<file path="config.mk">
export PLATFORM = sky130hd
export DESIGN_NAME = pkt_scheduler_top
export DESIGN_NICKNAME = d
export VERILOG_FILES = /design/src/design/sched_cfg_pkg.sv /design/src/design/sched_types_pkg.sv /design/src/design/pkt_scheduler_top.sv /design/src/design/egress_shaper.sv /design/src/design/word_emitter.sv /design/src/design/prio_arbiter.sv /design/src/design/desc_queue_bank.sv
export SDC_FILE = /design/constraint.sdc
export NUM_CORES = 2
export LEC_CHECK = 0
export BUFFER_PORTS_ARGS = -buffer_cell sky130_fd_sc_hd__buf_2
export CAP_MARGIN = 10
export CELL_PAD_IN_SITES_DETAIL_PLACEMENT = 1
export CELL_PAD_IN_SITES_GLOBAL_PLACEMENT = 2
export CORE_ASPECT_RATIO = 1.1
export CORE_MARGIN = 3
export CORE_UTILIZATION = 43
export DETAILED_ROUTE_END_ITERATION = 8
export PLACE_DENSITY = 0.83
export SYNTH_ARGS = -nofsm -noshare
export SYNTH_HDL_FRONTEND = slang
export SYNTH_HIERARCHICAL = 1
export SYNTH_SLANG_ARGS = --single-unit
</file>
<file path="constraint.sdc">
create_clock -name core_clk_ifc -period 4.69 [get_ports core_clk_ifc]
set_input_delay 0.469 -clock core_clk_ifc [delete_from_list [all_inputs] [get_ports core_clk_ifc]]
set_output_delay 0.469 -clock core_clk_ifc [all_outputs]
set_load 0.005 [all_outputs]
</file>
<file path="src/design/sched_cfg_pkg.sv">
// Scheduler sizing constants
// Port, queue, word and shaper widths derived from them

package sched_cfg_pkg;

    //////////////////////////////////////////////////
    // Ports and queues

    localparam int NUM_PORTS       = 4;
    localparam int QUEUES_PER_PORT = 4;
    localparam int NUM_QUEUES      = NUM_PORTS * QUEUES_PER_PORT;

    // Queue number is {port, prio}
    localparam int PORT_W  = $clog2(NUM_PORTS);
    localparam int PRIO_W  = $clog2(QUEUES_PER_PORT);
    localparam int QUEUE_W = PORT_W + PRIO_W;

    // Descriptor FIFO per queue
    localparam int QUEUE_DEPTH = 8;
    localparam int QPTR_W      = $clog2(QUEUE_DEPTH);
    localparam int QCNT_W      = QPTR_W + 1;

    //////////////////////////////////////////////////
    // Words, packets and shaping

    localparam int WORD_BYTES = 64;
    localparam int WBYTES_W   = $clog2(WORD_BYTES) + 1;
    localparam int MTU_BYTES  = 1500;
    localparam int LEN_W      = $clog2(MTU_BYTES + 1);

    // 64-bit line at core rate
    localparam int SHAPER_DRAIN = 8;
    localparam int ETH_OVERHEAD = 20;
    localparam int CREDIT_W     = 13;

endpackage
</file>
<file path="src/design/sched_types_pkg.sv">
// Scheduler packed structs for enqueue, grant and egress words
// Port lock state enum

package sched_types_pkg;

    //////////////////////////////////////////////////
    // Descriptor in

    typedef struct packed {
        logic [sched_cfg_pkg::QUEUE_W-1:0] queue;
        logic [sched_cfg_pkg::LEN_W-1:0]   length;
    } enq_req_t;

    //////////////////////////////////////////////////
    // Arbiter grant, one word of one packet

    typedef struct packed {
        logic [sched_cfg_pkg::QUEUE_W-1:0]  queue;
        // 1 to WORD_BYTES
        logic [sched_cfg_pkg::WBYTES_W-1:0] bytes;
        logic                               last;
    } grant_t;

    //////////////////////////////////////////////////
    // Egress word

    typedef struct packed {
        logic [sched_cfg_pkg::PORT_W-1:0]     port;
        logic [sched_cfg_pkg::QUEUE_W-1:0]    queue;
        logic [sched_cfg_pkg::WORD_BYTES-1:0] keep;
        logic [sched_cfg_pkg::WBYTES_W-1:0]   bytes;
        logic                                 last;
    } egr_word_t;

    // Port owned by a packet until its last word
    typedef enum logic {
        PORT_IDLE      = 1'b0,
        PORT_IN_PACKET = 1'b1
    } port_state_e;

endpackage

</file>
<file path="src/design/pkt_scheduler_top.sv">
// Packet egress scheduler top level
// Queue bank, arbiter, word emitter and shaper

`timescale 1ns/100ps

module pkt_scheduler_top (
    input  logic                       core_clk_ifc,
    input  logic                       arst_n,
    input  logic                       enq_valid,
    input  sched_types_pkg::enq_req_t  enq_req,
    output logic                       enq_drop,
    output logic                       egr_valid,
    output sched_types_pkg::egr_word_t egr_word
);

    logic [sched_cfg_pkg::NUM_QUEUES-1:0] nonempty;
    logic [sched_cfg_pkg::NUM_QUEUES-1:0] head_last;
    logic [sched_cfg_pkg::WBYTES_W-1:0]   head_bytes;
    logic [sched_cfg_pkg::NUM_PORTS-1:0]  port_ready;
    logic                                 grant_valid;
    sched_types_pkg::grant_t              grant;

    desc_queue_bank desc_queue_bank_i (
        .core_clk_ifc ( core_clk_ifc ),
        .arst_n       ( arst_n       ),
        .enq_valid    ( enq_valid    ),
        .enq_req      ( enq_req      ),
        .grant_valid  ( grant_valid  ),
        .grant        ( grant        ),
        .enq_drop     ( enq_drop     ),
        .nonempty     ( nonempty     ),
        .head_last    ( head_last    ),
        .head_bytes   ( head_bytes   )
    );

    prio_arbiter prio_arbiter_i (
        .core_clk_ifc ( core_clk_ifc ),
        .arst_n       ( arst_n       ),
        .nonempty     ( nonempty     ),
        .head_last    ( head_last    ),
        .head_bytes   ( head_bytes   ),
        .port_ready   ( port_ready   ),
        .grant_valid  ( grant_valid  ),
        .grant        ( grant        )
    );

    word_emitter word_emitter_i (
        .core_clk_ifc ( core_clk_ifc ),
        .arst_n       ( arst_n       ),
        .grant_valid  ( grant_valid  ),
        .grant        ( grant        ),
        .egr_valid    ( egr_valid    ),
        .egr_word     ( egr_word     )
    );

    egress_shaper egress_shaper_i (
        .core_clk_ifc ( core_clk_ifc ),
        .arst_n       ( arst_n       ),
        .egr_valid    ( egr_valid    ),
        .egr_word     ( egr_word     ),
        .port_ready   ( port_ready   )
    );

endmodule

</file>
<file path="src/design/egress_shaper.sv">
// Per-port integer credit shapers
// Ready vector from the credit sign bits

`timescale 1ns/100ps

module egress_shaper (
    input  logic                                core_clk_ifc,
    input  logic                                arst_n,
    input  logic                                egr_valid,
    input  sched_types_pkg::egr_word_t          egr_word,
    output logic [sched_cfg_pkg::NUM_PORTS-1:0] port_ready
);

    logic signed [sched_cfg_pkg::CREDIT_W-1:0] credit [sched_cfg_pkg::NUM_PORTS];
    logic signed [sched_cfg_pkg::CREDIT_W-1:0] charge;

    // Word bytes plus the per-packet overhead on the last word
    assign charge = sched_cfg_pkg::CREDIT_W'(egr_word.bytes) +
                    (egr_word.last ? sched_cfg_pkg::CREDIT_W'(sched_cfg_pkg::ETH_OVERHEAD)
                                   : '0);

    always_ff @(posedge core_clk_ifc or negedge arst_n) begin
        if (!arst_n) begin
            for (int p = 0; p < sched_cfg_pkg::NUM_PORTS; p++) begin
                credit[p] <= '1;
            end
        end else begin
            for (int p = 0; p < sched_cfg_pkg::NUM_PORTS; p++) begin
                if (egr_valid && egr_word.port == sched_cfg_pkg::PORT_W'(p)) begin
                    credit[p] <= credit[p] + charge -
                                 sched_cfg_pkg::CREDIT_W'(sched_cfg_pkg::SHAPER_DRAIN);
                end else if (!credit[p][sched_cfg_pkg::CREDIT_W-1]) begin
                    // Idle drain stops once the credit goes negative
                    credit[p] <= credit[p] -
                                 sched_cfg_pkg::CREDIT_W'(sched_cfg_pkg::SHAPER_DRAIN);
                end
            end
        end
    end

    // Ready while the credit is negative
    always_comb begin
        for (int p = 0; p < sched_cfg_pkg::NUM_PORTS; p++) begin
            port_ready[p] = credit[p][sched_cfg_pkg::CREDIT_W-1];
        end
    end

endmodule

</file>
<file path="src/design/word_emitter.sv">
// Two-stage egress pipeline
// Grant register, then port, keep mask and last flag

`timescale 1ns/100ps

module word_emitter (
    input  logic                       core_clk_ifc,
    input  logic                       arst_n,
    input  logic                       grant_valid,
    input  sched_types_pkg::grant_t    grant,
    output logic                       egr_valid,
    output sched_types_pkg::egr_word_t egr_word
);

    logic                                 s1_valid;
    sched_types_pkg::grant_t              s1_grant;
    logic [sched_cfg_pkg::WORD_BYTES-1:0] keep_next;

    // Thermometer mask, low bytes valid
    always_comb begin
        for (int i = 0; i < sched_cfg_pkg::WORD_BYTES; i++) begin
            keep_next[i] = (sched_cfg_pkg::WBYTES_W'(i) < s1_grant.bytes);
        end
    end

    //////////////////////////////////////////////////
    // Valid pipe

    always_ff @(posedge core_clk_ifc or negedge arst_n) begin
        if (!arst_n) begin
            s1_valid  <= 1'b0;
            egr_valid <= 1'b0;
        end else begin
            s1_valid  <= grant_valid;
            egr_valid <= s1_valid;
        end
    end

    //////////////////////////////////////////////////
    // Payload pipe

    always_ff @(posedge core_clk_ifc) begin
        if (grant_valid) begin
            s1_grant <= grant;
        end
        if (s1_valid) begin
            // Port sits in the upper bits of the queue number
            egr_word.port  <= s1_grant.queue[sched_cfg_pkg::QUEUE_W-1 -: sched_cfg_pkg::PORT_W];
            egr_word.queue <= s1_grant.queue;
            egr_word.keep  <= keep_next;
            egr_word.bytes <= s1_grant.bytes;
            egr_word.last  <= s1_grant.last;
        end
    end

endmodule

</file>
<file path="src/design/prio_arbiter.sv">
// Port lock state, strict priority at packet start
// Port round-robin and word grant

`timescale 1ns/100ps

module prio_arbiter (
    input  logic                                 core_clk_ifc,
    input  logic                                 arst_n,
    input  logic [sched_cfg_pkg::NUM_QUEUES-1:0] nonempty,
    input  logic [sched_cfg_pkg::NUM_QUEUES-1:0] head_last,
    input  logic [sched_cfg_pkg::WBYTES_W-1:0]   head_bytes,
    input  logic [sched_cfg_pkg::NUM_PORTS-1:0]  port_ready,
    output logic                                 grant_valid,
    output sched_types_pkg::grant_t              grant
);

    sched_types_pkg::port_state_e       state     [sched_cfg_pkg::NUM_PORTS];
    logic [sched_cfg_pkg::PRIO_W-1:0]   lock_prio [sched_cfg_pkg::NUM_PORTS];
    logic [sched_cfg_pkg::PRIO_W-1:0]   cand_prio [sched_cfg_pkg::NUM_PORTS];
    logic [sched_cfg_pkg::NUM_PORTS-1:0] eligible;
    logic [sched_cfg_pkg::PORT_W-1:0]   rr_ptr;
    logic [sched_cfg_pkg::PORT_W-1:0]   sel_port;
    logic [sched_cfg_pkg::QUEUE_W-1:0]  sel_queue;

    //////////////////////////////////////////////////
    // Per-port candidate queue

    always_comb begin
        for (int p = 0; p < sched_cfg_pkg::NUM_PORTS; p++) begin
            cand_prio[p] = '0;
            eligible[p]  = 1'b0;
            if (state[p] == sched_types_pkg::PORT_IN_PACKET) begin
                // Locked queue keeps the port
                cand_prio[p] = lock_prio[p];
                eligible[p]  = port_ready[p];
            end else begin
                // Ascending scan, so the highest nonempty priority wins
                for (int i = 0; i < sched_cfg_pkg::QUEUES_PER_PORT; i++) begin
                    if (nonempty[p * sched_cfg_pkg::QUEUES_PER_PORT + i]) begin
                        cand_prio[p] = sched_cfg_pkg::PRIO_W'(i);
                        eligible[p]  = port_ready[p];
                    end
                end
            end
        end
    end

    //////////////////////////////////////////////////
    // Round-robin over eligible ports

    // Pointer wraps in PORT_W bits, NUM_PORTS is a power of two
    always_comb begin
        logic [sched_cfg_pkg::PORT_W-1:0] idx;
        idx         = rr_ptr;
        grant_valid = 1'b0;
        sel_port    = rr_ptr;
        for (int i = 0; i < sched_cfg_pkg::NUM_PORTS; i++) begin
            idx = rr_ptr + sched_cfg_pkg::PORT_W'(i);
            if (!grant_valid && eligible[idx]) begin
                grant_valid = 1'b1;
                sel_port    = idx;
            end
        end
    end

    assign sel_queue   = {sel_port, cand_prio[sel_port]};
    assign grant.queue = sel_queue;
    assign grant.bytes = head_bytes;
    assign grant.last  = head_last[sel_queue];

    //////////////////////////////////////////////////
    // Lock state and pointer

    always_ff @(posedge core_clk_ifc or negedge arst_n) begin
        if (!arst_n) begin
            rr_ptr <= '0;
            for (int p = 0; p < sched_cfg_pkg::NUM_PORTS; p++) begin
                state[p] <= sched_types_pkg::PORT_IDLE;
            end
        end else if (grant_valid) begin
            rr_ptr <= sel_port + 1'b1;
            // Last word frees the port, any other word holds it
            if (grant.last) begin
                state[sel_port] <= sched_types_pkg::PORT_IDLE;
            end else begin
                state[sel_port] <= sched_types_pkg::PORT_IN_PACKET;
            end
        end
    end

    always_ff @(posedge core_clk_ifc) begin
        if (grant_valid && state[sel_port] == sched_types_pkg::PORT_IDLE) begin
            lock_prio[sel_port] <= cand_prio[sel_port];
        end
    end

endmodule

</file>
<file path="src/design/desc_queue_bank.sv">
// Per-queue descriptor FIFOs with head remainder tracking
// Enqueue with drop on full, word consumption and head pop

`timescale 1ns/100ps

module desc_queue_bank (
    input  logic                                 core_clk_ifc,
    input  logic                                 arst_n,
    input  logic                                 enq_valid,
    input  sched_types_pkg::enq_req_t            enq_req,
    input  logic                                 grant_valid,
    input  sched_types_pkg::grant_t              grant,
    output logic                                 enq_drop,
    output logic [sched_cfg_pkg::NUM_QUEUES-1:0] nonempty,
    output logic [sched_cfg_pkg::NUM_QUEUES-1:0] head_last,
    output logic [sched_cfg_pkg::WBYTES_W-1:0]   head_bytes
);

    logic [sched_cfg_pkg::NUM_QUEUES-1:0] full;
    logic [sched_cfg_pkg::WBYTES_W-1:0]   word_size [sched_cfg_pkg::NUM_QUEUES];

    for (genvar q = 0; q < sched_cfg_pkg::NUM_QUEUES; q++) begin : g_queue

        logic [sched_cfg_pkg::LEN_W-1:0]  len_mem [sched_cfg_pkg::QUEUE_DEPTH];
        logic [sched_cfg_pkg::QPTR_W-1:0] rd_ptr;
        logic [sched_cfg_pkg::QPTR_W-1:0] wr_ptr;
        logic [sched_cfg_pkg::QPTR_W-1:0] rd_next;
        logic [sched_cfg_pkg::QCNT_W-1:0] count;
        logic [sched_cfg_pkg::LEN_W-1:0]  head_rem;
        logic                             push;
        logic                             hit_grant;
        logic                             pop;

        assign full[q]   = (count == sched_cfg_pkg::QCNT_W'(sched_cfg_pkg::QUEUE_DEPTH));
        assign push      = enq_valid && !full[q] &&
                           (enq_req.queue == sched_cfg_pkg::QUEUE_W'(q));
        assign hit_grant = grant_valid && (grant.queue == sched_cfg_pkg::QUEUE_W'(q));
        assign pop       = hit_grant && grant.last;
        assign rd_next   = rd_ptr + 1'b1;

        assign nonempty[q]  = (count != '0);
        assign head_last[q] = (head_rem <= sched_cfg_pkg::LEN_W'(sched_cfg_pkg::WORD_BYTES));
        // min(remainder, WORD_BYTES)
        assign word_size[q] = head_last[q] ? sched_cfg_pkg::WBYTES_W'(head_rem)
                                           : sched_cfg_pkg::WBYTES_W'(sched_cfg_pkg::WORD_BYTES);

        always_ff @(posedge core_clk_ifc) begin
            if (push) begin
                len_mem[wr_ptr] <= enq_req.length;
            end
        end

        always_ff @(posedge core_clk_ifc or negedge arst_n) begin
            if (!arst_n) begin
                rd_ptr <= '0;
                wr_ptr <= '0;
                count  <= '0;
            end else begin
                if (push) begin
                    wr_ptr <= wr_ptr + 1'b1;
                end
                if (pop) begin
                    rd_ptr <= rd_next;
                end
                if (push && !pop) begin
                    count <= count + 1'b1;
                end else if (pop && !push) begin
                    count <= count - 1'b1;
                end
            end
        end

        // Head remainder, reloaded whenever a new descriptor reaches the head
        always_ff @(posedge core_clk_ifc) begin
            if (pop) begin
                if (count != sched_cfg_pkg::QCNT_W'(1)) begin
                    head_rem <= len_mem[rd_next];
                end else if (push) begin
                    // Queue drains and refills in the same cycle
                    head_rem <= enq_req.length;
                end
            end else if (hit_grant) begin
                head_rem <= head_rem - sched_cfg_pkg::LEN_W'(sched_cfg_pkg::WORD_BYTES);
            end else if (push && count == '0) begin
                head_rem <= enq_req.length;
            end
        end

    end

    assign head_bytes = word_size[grant.queue];

    //////////////////////////////////////////////////
    // Drop flag, one cycle after the rejected strobe

    always_ff @(posedge core_clk_ifc or negedge arst_n) begin
        if (!arst_n) begin
            enq_drop <= 1'b0;
        end else begin
            enq_drop <= enq_valid && full[enq_req.queue];
        end
    end

endmodule

</file>
## Word level (Yosys, flattened, before mapping)

Memory sizes are Yosys's and may differ from the RTL's.
Cells that the tools add are included.

| storage, ports and cells | value |
|---|---|
| bits in registers | 487 |
| bits in writable memories | 1416 |
| output and inout port bits | 80 |
| memories kept | 17 |

| operators by class | value |
|---|---|
| add/sub/neg operators | 97 |
| $lt $le $gt $ge | 89 |
| equal/unequal tests | 85 |
| multiplexer cells | 238 |
| bitwise logic cells | 6 |
| reduce and logical (&&, ||, !) cells | 256 |

Memories:

| name | depth | width | read ports | clocked after Yosys merged registers in | write ports | RTL line | source |
|---|---|---|---|---|---|---|---|
| desc_queue_bank_i.g_queue[0].len_mem | 8 | 11 | 1 | 0 | 1 | desc_queue_bank.sv:24 | `logic [sched_cfg_pkg::LEN_W-1:0] len_mem [sched_cfg_pkg::QUEUE_DEPTH];` |
| desc_queue_bank_i.g_queue[10].len_mem | 8 | 11 | 1 | 0 | 1 | desc_queue_bank.sv:24 |  |
| desc_queue_bank_i.g_queue[11].len_mem | 8 | 11 | 1 | 0 | 1 | desc_queue_bank.sv:24 |  |
| desc_queue_bank_i.g_queue[12].len_mem | 8 | 11 | 1 | 0 | 1 | desc_queue_bank.sv:24 |  |
| desc_queue_bank_i.g_queue[13].len_mem | 8 | 11 | 1 | 0 | 1 | desc_queue_bank.sv:24 |  |
| desc_queue_bank_i.g_queue[14].len_mem | 8 | 11 | 1 | 0 | 1 | desc_queue_bank.sv:24 |  |
| +11 memories | n/a | n/a | n/a | n/a | n/a | n/a |  |

Operators by type and width:

| cell | number |
|---|---|
| $mux W11 | 80 |
| $lt A6 B7 Y1 const A | 32 |
| $le A11 B7 Y1 const B | 16 |
| $sub A11 B7 Y11 const B | 16 |
| $mux W4 | 33 |
| $eq A4 B4 Y1 const B | 32 |
| $mux W7 | 18 |
| $logic_and A1 B1 Y1 | 122 |
| $lt A5 B7 Y1 const A | 16 |
| $mux W13 | 8 |
| $sub A13 B5 Y13 const B | 8 |
| $add A3 B1 Y3 const B | 32 |
| $logic_not A4 Y1 | 18 |
| $mux W1 | 71 |
| $add A4 B1 Y4 const B | 16 |
| $ne A4 B1 Y1 const B | 16 |
| $reduce_bool A4 Y1 | 16 |
| $sub A4 B1 Y4 const B | 16 |
| $lt A4 B7 Y1 const A | 8 |
| $add A13 B13 Y13 | 4 |
| $logic_not A1 Y1 | 51 |
| $ne A3 B2 Y1 const B | 16 |
| $reduce_bool A3 Y1 | 16 |
| $mux W2 | 17 |
| 32 further kinds | 93 |

## Depth between registers and ports, before layout

| depth | value |
|---|---|
| depth after elaboration | 28 |
| depth in mapped cells | 21 |
| depth with buffers taken out | 18 |

## Modules after synthesis

The synthesis kept the hierarchy.

By module, submodules not included:

| module | times used | cells each | area an instance (sq um) |
|---|---|---|---|
| desc_queue_bank | 1 | 4483 | 74450.2 |
| egress_shaper | 1 | 636 | 5392.7 |
| word_emitter | 1 | 194 | 3215.6 |
| prio_arbiter | 1 | 140 | 1272.5 |

## Worst setup path before layout

OpenSTA, ideal clock, no wires.

| timing path | value |
|---|---|
| path kind | flip-flop to flip-flop |
| from | register desc_queue_bank_i/g_queue[3].count[0] (netlist bit) |
| to | register desc_queue_bank_i/g_queue[0].head_rem[0] (netlist bit) (enable) |
| data arrival time | 4.608 ns |
| path slack | -0.281 ns |
| stages on the path, launching flop included | 17 |
| path buffers | 1 |
| clock period less this slack | 4.971 ns |
| path through | dfrtp_1 -> inv_1 -> ha_1 -> or3b_2 -> or3_1 -> o21ai_2 -> a311oi_2 -> or4_1 -> a211oi_2 -> or2_1 -> mux2_4 -> a211o_4 -> buf_2 -> nand2_1 -> inv_2 -> ha_1 -> a21oi_1 |

RTL lines:

| element | RTL line | source |
|---|---|---|
| start: declaration | desc_queue_bank.sv:28 | `logic [sched_cfg_pkg::QCNT_W-1:0] count;` |
| start signal: assignment | desc_queue_bank.sv:66 | `count <= count + 1'b1;` |
| start signal: assignment | desc_queue_bank.sv:68 | `count <= count - 1'b1;` |
| end signal: assignment | desc_queue_bank.sv:77 | `head_rem <= len_mem[rd_next];` |
| end signal: assignment | desc_queue_bank.sv:80 | `head_rem <= enq_req.length;` |
| end signal: assignment | desc_queue_bank.sv:83 | `head_rem <= head_rem - sched_cfg_pkg::LEN_W'(sched_cfg_pkg::WORD_BYTES);` |
| end: declaration | desc_queue_bank.sv:29 | `logic [sched_cfg_pkg::LEN_W-1:0] head_rem;` |

==> results by group <==
Route
  – Post-Route WL: about 230 mm
  – Post-route antenna net violation count: 0
  – TritonRoute pass-1 iters: 6
  – WL/cell: approximately 26 microns
  – Residual DRC: 0
  – Mean number of vias per cell: between 5 and 6
  – Initial DRC count: 4353
  – Vias: about 50k

Finish
  – Most common cell after layout, fill and taps aside: edfxtp_1
  – Filler instances: between 15k and 20k
  – Final Instance Area: between 0.09 and 0.1 sq mm
  – Most frequent cells in the layout: 1679 x edfxtp_1, 410 x nand2_1, 373 x buf_4
  – Share of cells above drive strength 1: between 20 and 30%
  – Core occupancy in the finished layout: 51.28%
  – FF/Latch Area: about 0.056 sq mm
  – N_diodes: 0
  – Area of the multi-input gates: 0.02861 sq mm
  – Synth-to-Final Area Change: 17.91%
  – Final net count: 6245

STA
  – Final Max Tran Viols: 0
  – Final setup viols: 155
  – RSZ-0062 raised after global routing: true
  – Final hold violation count: 0
  – Max_slew headroom: between 20% and 30%
  – Fmax: ~210 MHz
  – Minimum clock period: 4.860 ns
  – Hold Slack: 0.1160 ns
  – Final setup margin: -0.1698 ns
  – Fin Setup TNS: -7.209 ns
  – Worst slew pin tran: 1.194 ns
  – Layout Skew: approximately 0.037 ns
  – Crit share post-route: 103.6%

CTS
  – Clk pin slew, worst setup/hold paths: approximately 0.06 ns
  – H-tree depth: 4
  – Max clock buf depth: 3
  – CTS tree: done
  – Clock Sinks: around 1.9k
  – CTS root buffer: clkbuf_16
  – Clock buffer count from CTS: roughly 190
  – Worst-Skew Late Latency: 0.85 ns

Logic synthesis
  – Post-synthesis cell type count: between 90 and 100
  – YS warnings: 6
  – Top-area cell type share of the netlist area: around 60%
  – Cells after Synth: about 5.5k
  – Mapped Area: about 0.084 sq mm
  – Prevailing post-synth register cell: edfxtp_1
  – Area leader, netlist: edfxtp_1
  – Number of synthesized flops with an enable pin: roughly 1.7k
  – Dominant cells by area after synthesis: edfxtp_1 60%, mux4_2 9.5%, dfrtp_1 5.0%
  – Sequential element share of the synthesized area: 66.42%
  – Synthesized area per cell: around 15 sq um
  – FF+latch count, synth: 1900
  – FFs w/ async S/R, synth: 11.63%
  – Synth Net Count: ~5.7k

Setup path
  – Crit end category: register
  – Crit path largest cell delay: around 0.44 ns
  – CP bufs+invs: 7
  – CP Max Fanout: 6
  – Crit-path cells: inv_2 -> ha_4 -> or3b_4 -> or3_4 -> o21ai_4 -> a311oi_4 -> buf_4 -> or4_4 -> a211oi_4 -> or2_4 -> mux2_4 -> a211o_4 -> buf_4 -> buf_6 -> nand2_4 -> buf_6 -> inv_4 -> ha_4 -> a21oi_2 -> buf_6
  – WP data required: around 5.3 ns
  – Slowest cell on crit path: or3_4
  – Crit path DAT: about 5.4 ns
  – Crit path max-delay family: simple AND/OR/NAND/NOR gates
  – Most frequent CP cell: buf_6
  – Crit start category: register
  – Critical path type: register to register

Floorplan
  – I/O pin cnt: 98
  – Die area: slightly above 0.2 sq mm
  – Initial Util: a little over two fifths
  – DIE HEIGHT: about 470 microns
  – Rows: approximately 170
  – Core footprint: just under 0.2 sq mm
  – Die Wd: around 430 microns

Pwr
  – Peak supply drop: around 0.55 mV
  – Leak Pwr: ~34 nW
  – P per Cell Area: 624.0 mW/mm^2

Run
  – Max_cap viols: 0

Status
  – Outcome: finished with violations
  – Failing checks: negative setup slack

GRT
  – Met1 GRT Util: between 20% and 30%
  – Grt peak-use layer: met2
  – Initial antenna violation count: 4
  – First-pass GRT wire length: ~350 mm
  – Largest net degree at the start of global routing: roughly 110
  – Vias in the first global route: roughly 53k
  – M3 GR Usage: around 3.4%
  – Grt total ovfl: 0
  – GRT Overall Usage: approximately 22%
  – GR Util met2: between 30% and 40%

Placed design
  – Buffers on Ports: 97
  – DP Area: 0.09037 sq mm
  – Gp weighted congestion: 0.9239
  – Detailed placement HPWL: approximately 150 mm

Min path
  – Class of the worst hold path: primary input to register
cell usage after synthesis (22+ instances only):
cell type and instances:
a21oi_1 227, buf_2 73, buf_4 44, dfrtp_1 169, edfxtp_1 1679, ha_1 251
nor3_1 119, dfstp_2 52, o22ai_1 60, nor2b_1 26, nor2_1 282, mux4_2 356
xor2_1 119, mux2_2 61, nand2_1 488, a31oi_1 32, or3_1 22, mux2i_1 173
xnor2_1 125, nand2b_1 55, clkbuf_1 73, o21ai_0 241, inv_1 189, nor4_1 37
nand4_1 32, nand3_1 92
where the power goes:
group | internal, mW | leakage (nW) | total (mW) | switching, mW
clock network | 8.95 | 3.13 | 15.6 | 6.69
logic | 10.0 | 13.1 | 23.9 | 13.9
registers | 20.8 | 17.9 | 22.5 | 1.74
total | 39.7 | 34.2 | 62.0 | 22.3
routing by layer:
metal | wire length [microns] | share of wire [%]
met1 | 95530 | 41
met5 | 0 | 0
met4 | 6968 | 3.0
met3 | 12270 | 5.3
met2 | 115800 | 50
logic make-up after synthesis:
family | count (synthesis) | synth area share (%)
adders and majority gates | 255 | 3.819
DFF | 1900 | 66.42
and+or+nand+nor | 1322 | 7.540
AOI/OAI and AO/OA | 725 | 5.116
buffers and inverters | 416 | 2.177
muxes | 591 | 12.39
xor gates and xnor gates | 244 | 2.534
state kept, by name, summed over array words and instances, names as in the netlist, 2 cells and up, named ones only:
name                                count
word_emitter_i/egr_word                75
egress_shaper_i/credit                 48
word_emitter_i/s1_grant                12
desc_queue_bank_i/g_queue.head_rem    176
prio_arbiter_i/lock_prio                8
desc_queue_bank_i/g_queue.rd_ptr       48
desc_queue_bank_i/g_queue.wr_ptr       48
desc_queue_bank_i/g_queue.len_mem    1408
desc_queue_bank_i/g_queue.count        64
prio_arbiter_i/rr_ptr                   2
egress_shaper_i/port_ready              4
layout make-up:
cell class	instances	share of cell area [%]
clock buffer	242	5.144
clock inverter	120	1.344
inverter	207	0.8066
multi-input combinational	3137	28.77
sequential	1900	56.33
tap	2565	3.228
timing repair buffer	533	4.373
through the flow:
| stage | std cells | power [mW] | setup WS (ns) |
|---|---|---|---|
| 2_1_floorplan | 5453 | 36.27 | 0.002471 |
| 3_3_place_gp | 8290 | 43.46 | -0.3825 |
| 3_5_place_dp | 8290 | 44.15 | -0.4486 |
| 4_1_cts | 8673 | 60.61 | -0.005158 |
| 5_1_grt | 8704 | 65.22 | -0.2685 |
| 6_report | 8704 | 62.04 | -0.1698 |
path summary, 6_finish.rpt:
kind | startpoint | end | slack, ns | cells past startpoint
max in group asynchronous | arst_n | desc_queue_bank_i/g_queue[11].wr_ptr[1] | 3.28 | 3
worst min register to register | egress_shaper_i/credit[1] | egress_shaper_i/credit[1] | 0.46 | 2
worst max-delay path | desc_queue_bank_i/g_queue[3].count[0] | desc_queue_bank_i/g_queue[7].head_rem[1] | -0.17 | 20
worst max register to register | desc_queue_bank_i/g_queue[3].count[0] | desc_queue_bank_i/g_queue[7].head_rem[1] | -0.17 | 20
min in group asynchronous | arst_n | word_emitter_i/egr_valid | 0.20 | 2
worst min-delay path | enq_req[1] | desc_queue_bank_i/g_queue[11].len_mem[3][1] | 0.12 | 1
repair_timing:
action                                  in CTS  in global routing
hold buffers                                 3                  0
setup buffers                               17                 27
pin swaps                                   43                 85
hold endpoints to repair                    66                  0
endpoints found under the setup margin     286                408
cloned                                       2                  9
resized for setup                          106                433
Power figures use the tool's default switching activity.
